--- src/loader_pkg.sv ---
package loader_pkg;

    localparam int CORES          = 4;
    localparam int CORE_BITS      = $clog2(CORES);
    localparam int INSN_DEPTH     = 6;  // log2 insn words per core
    localparam int DMEM_DEPTH     = 7;  // log2 data words per core
    localparam int WORDS_PER_LINE = 16;
    localparam int WORD_BITS      = $clog2(WORDS_PER_LINE);
    localparam int INSN_LINES     = (2 ** INSN_DEPTH) / WORDS_PER_LINE;
    localparam int DATA_LINES     = (2 ** DMEM_DEPTH) / WORDS_PER_LINE;
    localparam int TOTAL_LINES    = INSN_LINES + DATA_LINES;
    localparam int LINE_CNT_BITS  = $clog2(TOTAL_LINES + 1);
    localparam int INSN_LINE_BITS = INSN_DEPTH - WORD_BITS;
    localparam int DATA_LINE_BITS = DMEM_DEPTH - WORD_BITS;
    localparam int LINE_BITS      = 512;
    localparam int LINE_SHIFT     = $clog2(LINE_BITS / 8);  // 64-byte lines
    localparam int BUF_LINES      = 2;
    localparam int INSN_ADDR_BITS = CORE_BITS + INSN_DEPTH + 2;
    localparam int DATA_ADDR_BITS = CORE_BITS + DMEM_DEPTH + 2;

    // single-beat read request toward system memory
    typedef struct packed {
        logic        read;
        logic [63:0] address;
    } avm_req_t;

    typedef struct packed {
        logic                 waitrequest;
        logic                 readdatavalid;
        logic [LINE_BITS-1:0] readdata;
    } avm_rsp_t;

    typedef struct packed {
        logic                      we;
        logic [INSN_ADDR_BITS-1:0] addr;  // byte address, core on top
        logic [31:0]               data;
    } insn_write_t;

    typedef struct packed {
        logic                      we;
        logic [DATA_ADDR_BITS-1:0] addr;
        logic [31:0]               data;
    } data_write_t;

endpackage
--- src/core_memory_loader.sv ---
`timescale 1ns/100ps
`default_nettype none

module core_memory_loader (
    input  logic                          clk,
    input  logic                          reset,

    input  logic                          kick,
    output logic                          busy,
    input  logic [63:0]                   memory_base_addr,
    input  logic [loader_pkg::CORE_BITS-1:0] target_core,

    output loader_pkg::avm_req_t          m0_req,
    input  loader_pkg::avm_rsp_t          m0_rsp,

    output loader_pkg::insn_write_t       insn_write,
    output loader_pkg::data_write_t       data_write
);

    import loader_pkg::*;

    logic                 start;
    logic [1:0]           free_slots;
    logic [LINE_BITS-1:0] head_line;
    logic                 not_empty;
    logic                 pop;

    line_fetcher i_fetcher (
        .clk              (clk),
        .reset            (reset),
        .start            (start),
        .memory_base_addr (memory_base_addr),
        .free_slots       (free_slots),
        .waitrequest      (m0_rsp.waitrequest),
        .rsp_valid        (m0_rsp.readdatavalid),
        .req              (m0_req)
    );

    // returned lines land here without a handshake
    line_buffer i_buffer (
        .clk        (clk),
        .reset      (reset),
        .wr_valid   (m0_rsp.readdatavalid),
        .wr_line    (m0_rsp.readdata),
        .pop        (pop),
        .head_line  (head_line),
        .not_empty  (not_empty),
        .free_slots (free_slots)
    );

    word_writer i_writer (
        .clk         (clk),
        .reset       (reset),
        .kick        (kick),
        .target_core (target_core),
        .head_line   (head_line),
        .not_empty   (not_empty),
        .pop         (pop),
        .start       (start),
        .busy        (busy),
        .insn_write  (insn_write),
        .data_write  (data_write)
    );

endmodule

`default_nettype wire

--- src/word_writer.sv ---
`timescale 1ns/100ps
`default_nettype none

module word_writer (
    input  logic                          clk,
    input  logic                          reset,

    input  logic                          kick,
    input  logic [loader_pkg::CORE_BITS-1:0] target_core,

    input  logic [511:0]                  head_line,
    input  logic                          not_empty,
    output logic                          pop,

    output logic                          start,
    output logic                          busy,
    output loader_pkg::insn_write_t       insn_write,
    output loader_pkg::data_write_t       data_write
);

    import loader_pkg::*;

    logic                      busy_reg;
    logic [CORE_BITS-1:0]      core_reg;
    logic [LINE_CNT_BITS-1:0]  line_cnt;
    logic [WORD_BITS-1:0]      word_cnt;
    logic [LINE_CNT_BITS-1:0]  data_line;
    logic                      all_lines;
    logic                      emit;
    logic                      in_insn;
    logic                      insn_we;
    logic                      data_we;
    logic [31:0]               word_data;
    logic [INSN_ADDR_BITS-1:0] insn_addr;
    logic [DATA_ADDR_BITS-1:0] data_addr;

    assign start = kick && !busy_reg;  // kick while busy is dropped
    assign busy = busy_reg | kick;

    assign all_lines = (line_cnt == LINE_CNT_BITS'(TOTAL_LINES));
    assign emit = busy_reg && not_empty && !all_lines;
    assign in_insn = (line_cnt < LINE_CNT_BITS'(INSN_LINES));
    assign data_line = line_cnt - LINE_CNT_BITS'(INSN_LINES);

    // head line leaves the buffer as its last word is registered
    assign pop = emit && (word_cnt == WORD_BITS'(WORDS_PER_LINE - 1));

    always_ff @(posedge clk) begin
        if (reset) begin
            busy_reg <= 1'b0;
            line_cnt <= '0;
            word_cnt <= '0;
            insn_we <= 1'b0;
            data_we <= 1'b0;
        end else begin
            insn_we <= 1'b0;
            data_we <= 1'b0;
            if (start) begin
                busy_reg <= 1'b1;
                line_cnt <= '0;
                word_cnt <= '0;
            end else if (busy_reg) begin
                if (all_lines) begin
                    busy_reg <= 1'b0;  // cycle after the last data strobe
                end else if (not_empty) begin
                    insn_we <= in_insn;
                    data_we <= !in_insn;
                    word_cnt <= word_cnt + 1'b1;
                    if (pop) begin
                        line_cnt <= line_cnt + 1'b1;
                    end
                end
            end
        end
    end

    always_ff @(posedge clk) begin
        if (start) begin
            core_reg <= target_core;
        end
        if (emit) begin
            word_data <= head_line[LINE_BITS - 1 - 32 * word_cnt -: 32];  // msw first
            insn_addr <= {core_reg, line_cnt[INSN_LINE_BITS-1:0], word_cnt, 2'b00};
            data_addr <= {core_reg, data_line[DATA_LINE_BITS-1:0], word_cnt, 2'b00};
        end
    end

    assign insn_write = '{we: insn_we, addr: insn_addr, data: word_data};
    assign data_write = '{we: data_we, addr: data_addr, data: word_data};

endmodule

`default_nettype wire

--- src/line_buffer.sv ---
`timescale 1ns/100ps
`default_nettype none

module line_buffer (
    input  logic         clk,
    input  logic         reset,

    input  logic         wr_valid,
    input  logic [511:0] wr_line,

    input  logic         pop,
    output logic [511:0] head_line,
    output logic         not_empty,
    output logic [1:0]   free_slots
);

    import loader_pkg::*;

    localparam int PTR_BITS = $clog2(BUF_LINES);

    logic [LINE_BITS-1:0] lines [BUF_LINES];
    logic [PTR_BITS-1:0]  wr_ptr;
    logic [PTR_BITS-1:0]  rd_ptr;
    logic [1:0]           count;

    function automatic logic [PTR_BITS-1:0] next_ptr(input logic [PTR_BITS-1:0] ptr);
        if (ptr == PTR_BITS'(BUF_LINES - 1)) begin
            return '0;
        end
        return ptr + 1'b1;
    endfunction

    assign head_line = lines[rd_ptr];
    assign not_empty = (count != 2'd0);
    assign free_slots = 2'(BUF_LINES) - count;

    always_ff @(posedge clk) begin
        if (wr_valid) begin
            lines[wr_ptr] <= wr_line;
        end
    end

    always_ff @(posedge clk) begin
        if (reset) begin
            wr_ptr <= '0;
            rd_ptr <= '0;
        end else begin
            if (wr_valid) begin
                wr_ptr <= next_ptr(wr_ptr);
            end
            if (pop) begin
                rd_ptr <= next_ptr(rd_ptr);
            end
        end
    end

    // write and pop together leave the count alone
    always_ff @(posedge clk) begin
        if (reset) begin
            count <= 2'd0;
        end else begin
            case ({wr_valid, pop})
                2'b10: begin
                    count <= count + 2'd1;
                end
                2'b01: begin
                    count <= count - 2'd1;
                end
                default: begin
                    count <= count;
                end
            endcase
        end
    end

endmodule

`default_nettype wire

--- src/line_fetcher.sv ---
`timescale 1ns/100ps
`default_nettype none

module line_fetcher (
    input  logic                clk,
    input  logic                reset,

    input  logic                start,
    input  logic [63:0]         memory_base_addr,

    input  logic [1:0]          free_slots,
    input  logic                waitrequest,
    input  logic                rsp_valid,
    output loader_pkg::avm_req_t req
);

    import loader_pkg::*;

    logic [63:0]              base_reg;
    logic [LINE_CNT_BITS-1:0] line_idx;  // reads accepted so far
    logic                     active;
    logic                     outstanding;
    logic                     room;
    logic                     issue;
    logic                     accept;
    logic                     last_line;
    logic [63:0]              line_offset;

    // a line may be requested only when its slot is guaranteed
    assign room = (free_slots != 2'd0) && !outstanding;

    assign issue = active && !req.read && room;

    assign accept = req.read && !waitrequest;

    assign last_line = (line_idx == LINE_CNT_BITS'(TOTAL_LINES - 1));

    assign line_offset = 64'(line_idx) << LINE_SHIFT;

    always_ff @(posedge clk) begin
        if (reset) begin
            active <= 1'b0;
            line_idx <= '0;
        end else begin
            if (start) begin
                active <= 1'b1;
                line_idx <= '0;
            end else if (accept) begin
                line_idx <= line_idx + 1'b1;
                if (last_line) begin
                    active <= 1'b0;  // job done here, writer may still drain
                end
            end
        end
    end

    always_ff @(posedge clk) begin
        if (start) begin
            base_reg <= memory_base_addr;
        end
    end

    // one read in flight at most
    always_ff @(posedge clk) begin
        if (reset) begin
            outstanding <= 1'b0;
        end else begin
            if (accept) begin
                outstanding <= 1'b1;
            end else if (rsp_valid) begin
                outstanding <= 1'b0;
            end
        end
    end

    // request held until waitrequest drops
    always_ff @(posedge clk) begin
        if (reset) begin
            req.read <= 1'b0;
        end else begin
            if (accept) begin
                req.read <= 1'b0;
            end else if (issue) begin
                req.read <= 1'b1;
                req.address <= base_reg + line_offset;
            end
        end
    end

endmodule

`default_nettype wire

--- config.mk ---
export PLATFORM = sky130hd
export DESIGN_NAME = core_memory_loader
export DESIGN_NICKNAME = d
export VERILOG_FILES = /design/src/loader_pkg.sv /design/src/core_memory_loader.sv /design/src/word_writer.sv /design/src/line_buffer.sv /design/src/line_fetcher.sv
export SDC_FILE = /design/constraint.sdc
export NUM_CORES = 1
export LEC_CHECK = 0
export ABC_CLOCK_PERIOD_IN_PS = 39000
export BUFFER_PORTS_ARGS = -buffer_cell sky130_fd_sc_hd__buf_2
export CAP_MARGIN = 15
export CORE_MARGIN = 5
export CORE_UTILIZATION = 25
export DETAILED_ROUTE_END_ITERATION = 8
export SLEW_MARGIN = 0
export SYNTH_ARGS = -nofsm -noshare
export SYNTH_HDL_FRONTEND = slang
export SYNTH_SLANG_ARGS = --single-unit
--- constraint.sdc ---
create_clock -name clk -period 39 [get_ports clk]
set_input_delay 7.8 -clock clk [delete_from_list [all_inputs] [get_ports clk]]
set_output_delay 7.8 -clock clk [all_outputs]
set_load 0.02 [all_outputs]
======== Word level (Yosys, flattened, before mapping) ========
Memory sizes are Yosys's and may differ from the RTL's. A register that Yosys moved wholly into a read port is not among the register bits.
Index checks and enable logic that the tools add are counted.
W data, S select, Z words.
storage, ports and cells
  memories kept ........................... 1
  bits in registers ....................... 201
  memory bits (writable) .................. 1024
  bits of input ports ..................... 583
  word-level logic and storage cells ...... 93
  output and inout port bits .............. 153
memory list
  memory          depth  bits a word  rd ports  clocked after Yosys merged registers in  wr ports  RTL line           RTL
  i_buffer.lines  2      512          1         1                                        1         line_buffer.sv:21  logic [LINE_BITS-1:0] lines [BUF_LINES];
cells by class
  equal/unequal tests ..................... 5
  add/subtract/negate cells ............... 11
  muxes and demuxes ....................... 23
  reduce and logical (&&, ||, !) cells .... 27
  shift-type cells ........................ 1
  magnitude comparators ................... 1
  bitwise operators ....................... 6
operator list
  operator                count
  $shiftx A543 B33 Y32    1
  $add A64 B10 Y64        1
  $mux W1                 22
  $add A4 B1 Y4 const B   3
  $eq A4 B4 Y1 const B    3
  $reduce_bool A2 Y1      6
  $sub A9 B9 Y10 const A  1
  $logic_and A1 B1 Y1     8
  $logic_not A1 Y1        6
  $reduce_and A3 Y1       2
  $not A1 Y1              5
  $reduce_or A5 Y1        1
  $lt A4 B3 Y1 const B    1
  $pmux W2 S2             1
  $reduce_and A4 Y1       1
  $reduce_or A2 Y1        2
  $sub A3 B3 Y3 const B   1
  $add A1 B1 Y1 const B   2
  $add A2 B1 Y2 const B   1
  $eq A2 B1 Y1 const B    1
  $eq A2 B2 Y1 const B    1
  $reduce_and A2 Y1       1
  $sub A2 B1 Y2 const B   1
  $sub A2 B2 Y2 const A   1
  $or A1 B1 Y1            1

======== Logic depth before layout (Yosys ltp) ========
  word-level depth ........................ 9
  depth in mapped cells ................... 9
  mapped depth without buffers ............ 8

======== Hierarchy ========
Synthesis repeated with hierarchy kept, for this count alone.
unflattened totals
  cell total of the unflattened synthesis .. 2472
  area, all modules ....................... 49187.2 um^2
by module, submodules not included
  module        cells each  area each (um^2)  instances
  line_buffer   1619        37385.9           1
  word_writer   488         6256.0            1
  line_fetcher  365         5545.3            1

======== Worst setup path after synthesis ========
No wires, ideal clock.
  kind .................................... input port to flip-flop
  start ................................... in m0_rsp[512] in the netlist's numbering
  end ..................................... mem i_buffer.lines[0][0], enable pin
  required time ........................... 37593 ps
  data arrival time ....................... 29183 ps
  stages .................................. 2
  path slack .............................. 8409 ps
  cell sequence ........................... inv_1 > nor2_1
on the way
  longest elaborated chain between the ends .. 2
ends and longest elaborated chain
  what                           RTL line                  RTL
  start: declaration             core_memory_loader.sv:14  input loader_pkg::avm_rsp_t m0_rsp,
  $mux W1                        line_buffer.sv:38         if (wr_valid) begin
  $mux W1 (not written as such)  line_buffer.sv:39         lines[wr_ptr] <= wr_line;
  end: declaration               line_buffer.sv:21
No other way between the ends.

======== Final worst setup path ========
  start ................................... in kick
  end ..................................... out busy
on the way
  longest elaborated chain between the ends .. 1
ends and longest elaborated chain
  what                RTL line                 RTL
  start: declaration  core_memory_loader.sv:8  input logic kick,
  $or A1 B1 Y1        word_writer.sv:38        assign busy = busy_reg | kick;
  end: declaration    core_memory_loader.sv:9  output logic busy,
No other way between the ends.

==> summary.md <==
| Metric | Value |
|---|---|
| Routed vias/inst | between 4 and 5 |
| Antenna violations before repair | approximately 130 |
| Clock latency at the later pin of the worst-skew pair | around 0.78 ns |
| Antenna Nets Post-Route | 0 |
| Area of the multi-input gates | a little under 10,000 sq um |
| CTS tree | yes |
| #FFs+latches synth | approximately 1,200 |
| Worst Setup Path Type | input pin to output pin |
| DP Area | 53,300 sq um |
| Syn_area_per_cell | 19.5 sq um |
| Slew @ Worst Pin | 1.22 ns |
| Share of cells above drive strength 1 | around 34% |
| Final worst path period share | between 40% and 50% |
| Register cell area after layout | ~36,000 sq um |
| Seq/Total Area, Yosys | between 70 and 80% |
| Drt drc | 0 |
| Crit path to | busy |
| PortBufs | ~730 |
| MaxCap Viol Count | 0 |
| DIE HEIGHT | ~440 microns |
| Drt first pass iters | 5 |
| Crit end category | output pin |
| GRT Total Usage | between 10% and 20% |
| Leak Pwr | around 19 nW |
| Cts repair resizes | 0 |
| Final Setup Violations | 0 |
| Post-synth EDFFs | between 1,000 and 1,500 |
| Most used DFF post-synth | edfxtp_1 |
| I/O pin count | 736 |
| Minimum clock period | 16.07 ns |
| Synth cell types | 50 |
| Max Slew Vio Count | 0 |
| Worst r2r path cells | 10 |
| Core area | between 150,000 and 200,000 sq um |
| RR Endpoint | i_writer.word_data[28]$_DFFE_PP_ |
| Worst setup margin | approximately 23 ns |
| Nets | about 3,800 |
| Post-Synthesis Cells | 2,404 |
| Clock power share | between 40% and 50% |
| Longest Clk Path Bufs | 3 |
| Placer Congestion | between 0.7 and 0.8 |
| Initial Util | about a quarter |
| DRT iter0 DRCs | 1,897 |
| CP Launch Point | kick |
| CP Max Fanout | 2 |
| Clock-pin slew on the worst setup and hold paths | about 0.060 ns |
| Sequential power share | 52.8% |
| Cell Area, Synth | 46,800 sq um |
| Final Hold Fails | 0 |
| Hpwl dp | 95.2 mm |
| Root Driver | clkbuf_16 |
| Detailed-route wire length | ~140 mm |
| Worst hold path class | register to register |
| Die Wd | about 440 microns |
| Synth warnings | 0 |
| PD cells | around 51 nW/um^2 |
| Routed WL per cell | roughly 24 microns |
| Fillers | approximately 18,000 |
| Unrepaired setup endpoints after global routing | no |
| Pint | ~2.3 mW |
| Worst Path Required | roughly 31 ns |
| CTS Sinks | 1,218 |
| Achievable Freq | between 60 and 70 MHz |
| Remaining global-route overflow | 0 |
| Sw frac | about 22% |
| Vias | ~26,000 |
| Worst slew margin | between 10% and 20% |
| Setup bufs post-CTS | 0 |
| Critical Path Source Type | input pin |
| Asr flop ratio synth | 0% |
| Psw | approximately 0.65 mW |
| Setup WS pre-CTS | roughly 23 ns |
| H-tree Lvls | 4 |
| Worst vdd ir | ~37 uV |
| WP data arrival | 8.27 ns |
| Vias in the first global route | approximately 27,000 |
| Largest net degree at the start of global routing | 157 |
| Row count | 158 |
| Number of hold buffers added after CTS | 0 |
| Num CTS Buffers | approximately 140 |
| Max FFs per register | 1,024 |
| Area growth from synthesis to final layout | 23.1% |
| Layout Skew | 0.0252 ns |
| Die area | approximately 200,000 sq um |
| Status | finished clean |
| Gate power share | roughly 5.5% |
| Final instance area | ~58,000 sq um |
| Sum Neg Setup Slack | 0 ns |
| First-pass GRT wire length | slightly below 200 mm |
| R2R Setup Slk | between 30 and 40 ns |
[Yosys cell counts (3+ instances only)]
cell type  number  area [sq um]
buf_4          57           428
clkbuf_1       70           263
o21ai_0        35           175
a31oi_1        32           200
mux4_2         96          2160
nor2_1         66           248
nor3_1         10          50.1
nand2_1        24          90.1
mux2i_1       322          3220
and2_1          7          43.8
nor3_2          6          60.1
edfxtp_1     1195         35900
o211ai_1       32           240
nand4_1        18           113
nand3_1        19          95.1
inv_1          15          56.3
xnor2_1        37           324
buf_1           7          26.3
a22oi_1        64           480
and3_1          6          37.5
dfxtp_1        23           460
nor4_2          5          62.6
or3_1           3          18.8
nor4_1          3          18.8
a21oi_1         8          40.0
buf_2          41           205
nor2b_1         6          37.5
and4_1          7          61.3
a221oi_1      128          1120
ha_1            9           113
xor2_1         31           272
[worst min path at each step]
stage	depth (start not counted)	end	startpoint	slack (ns)
detailed placement	0	i_fetcher.req[1]$_DFFE_PP_	i_fetcher.base_reg[1]$_DFFE_PP_	0.40
finish	0	i_fetcher.req[3]$_DFFE_PP_	i_fetcher.base_reg[3]$_DFFE_PP_	0.42
floorplan	0	i_fetcher.req[0]$_DFFE_PP_	i_fetcher.base_reg[0]$_DFFE_PP_	0.40
global route	0	i_fetcher.req[3]$_DFFE_PP_	i_fetcher.base_reg[3]$_DFFE_PP_	0.43
global placement	0	i_writer.insn_addr[9]$_DFFE_PP_	i_writer.core_reg[1]$_DFFE_PP_	0.40
CTS	0	i_fetcher.req[3]$_DFFE_PP_	i_fetcher.base_reg[3]$_DFFE_PP_	0.42
[worst max-delay path: stages]
cell    delay (ns)
buf_2         0.11
nor2_1        0.14
inv_1         0.06
buf_2         0.16
[per-stage QoR]
| stage | hold WS (ns) | util [%] | power, mW | instances |
|---|---|---|---|---|
| floorplan | 0.400 | - | 1.69 | 2407 |
| global placement | 0.402 | 28.7 | 1.73 | 5501 |
| detailed placement | 0.405 | 28.7 | 1.74 | 5502 |
| CTS | 0.420 | 31.0 | 2.97 | 5751 |
| global route | 0.433 | 31.0 | 3.04 | 5789 |
| finish | 0.418 | 31.0 | 2.93 | 5806 |
[power by group through the flow]
stage                     combinational, mW  sequential, mW  clock, mW
final                                 0.161            1.55       1.22
after global routing                  0.175            1.55       1.31
after CTS                             0.167            1.55       1.26
after detailed placement              0.166            1.57          0
after global placement                0.163            1.57          0
after floorplan                      0.0727            1.62          0
[cell families (layout without fill, tap and decap cells)]
kind of cell | Yosys count | count (layout) | share of synthesized area, %
flops | 1218 | 1218 | 77.6
mux | 418 | 418 | 11.5
compound gates | 304 | 304 | 4.90
simple gates | 193 | 193 | 2.32
buf+inv | 192 | 1056 | 2.14
xor+xnor | 68 | 68 | 1.27
fa+ha+maj | 10 | 10 | 0.283
other cells | 1 | 59 | 0.00800
[placed cells by master, fill, tap and decap left out, types with 24 or more instances in the layout]
cell type / n
a221oi_1: 122
a22oi_1: 64
a31oi_1: 32
buf_2: 731
buf_4: 57
clkbuf_1: 34
clkbuf_16: 139
clkinv_1: 36
diode_2: 55
edfxtp_1: 1195
mux2i_1: 322
mux4_2: 96
nand2_1: 24
nor2_1: 63
o211ai_1: 32
o21ai_0: 35
xnor2_1: 37
xor2_1: 31
[cell type report]
cell class                 instances  share of cell area (%)
tap                             2480                    5.38
inverter                          15                  0.0976
clock inverter                    75                    1.07
antenna                           55                   0.239
clock buffer                     174                    6.28
multi-input combinational        997                    16.7
timing repair buffer             792                    7.22
sequential                      1218                    63.1
[layer usage]
metal | wire [microns] | global-route usage [%]
met1 | 49200 | 14.5
met2 | 75800 | 25.4
met3 | 8380 | 3.42
met4 | 6040 | 6.38
met5 | 242 | 0
Power figures use the tool's default switching activity.
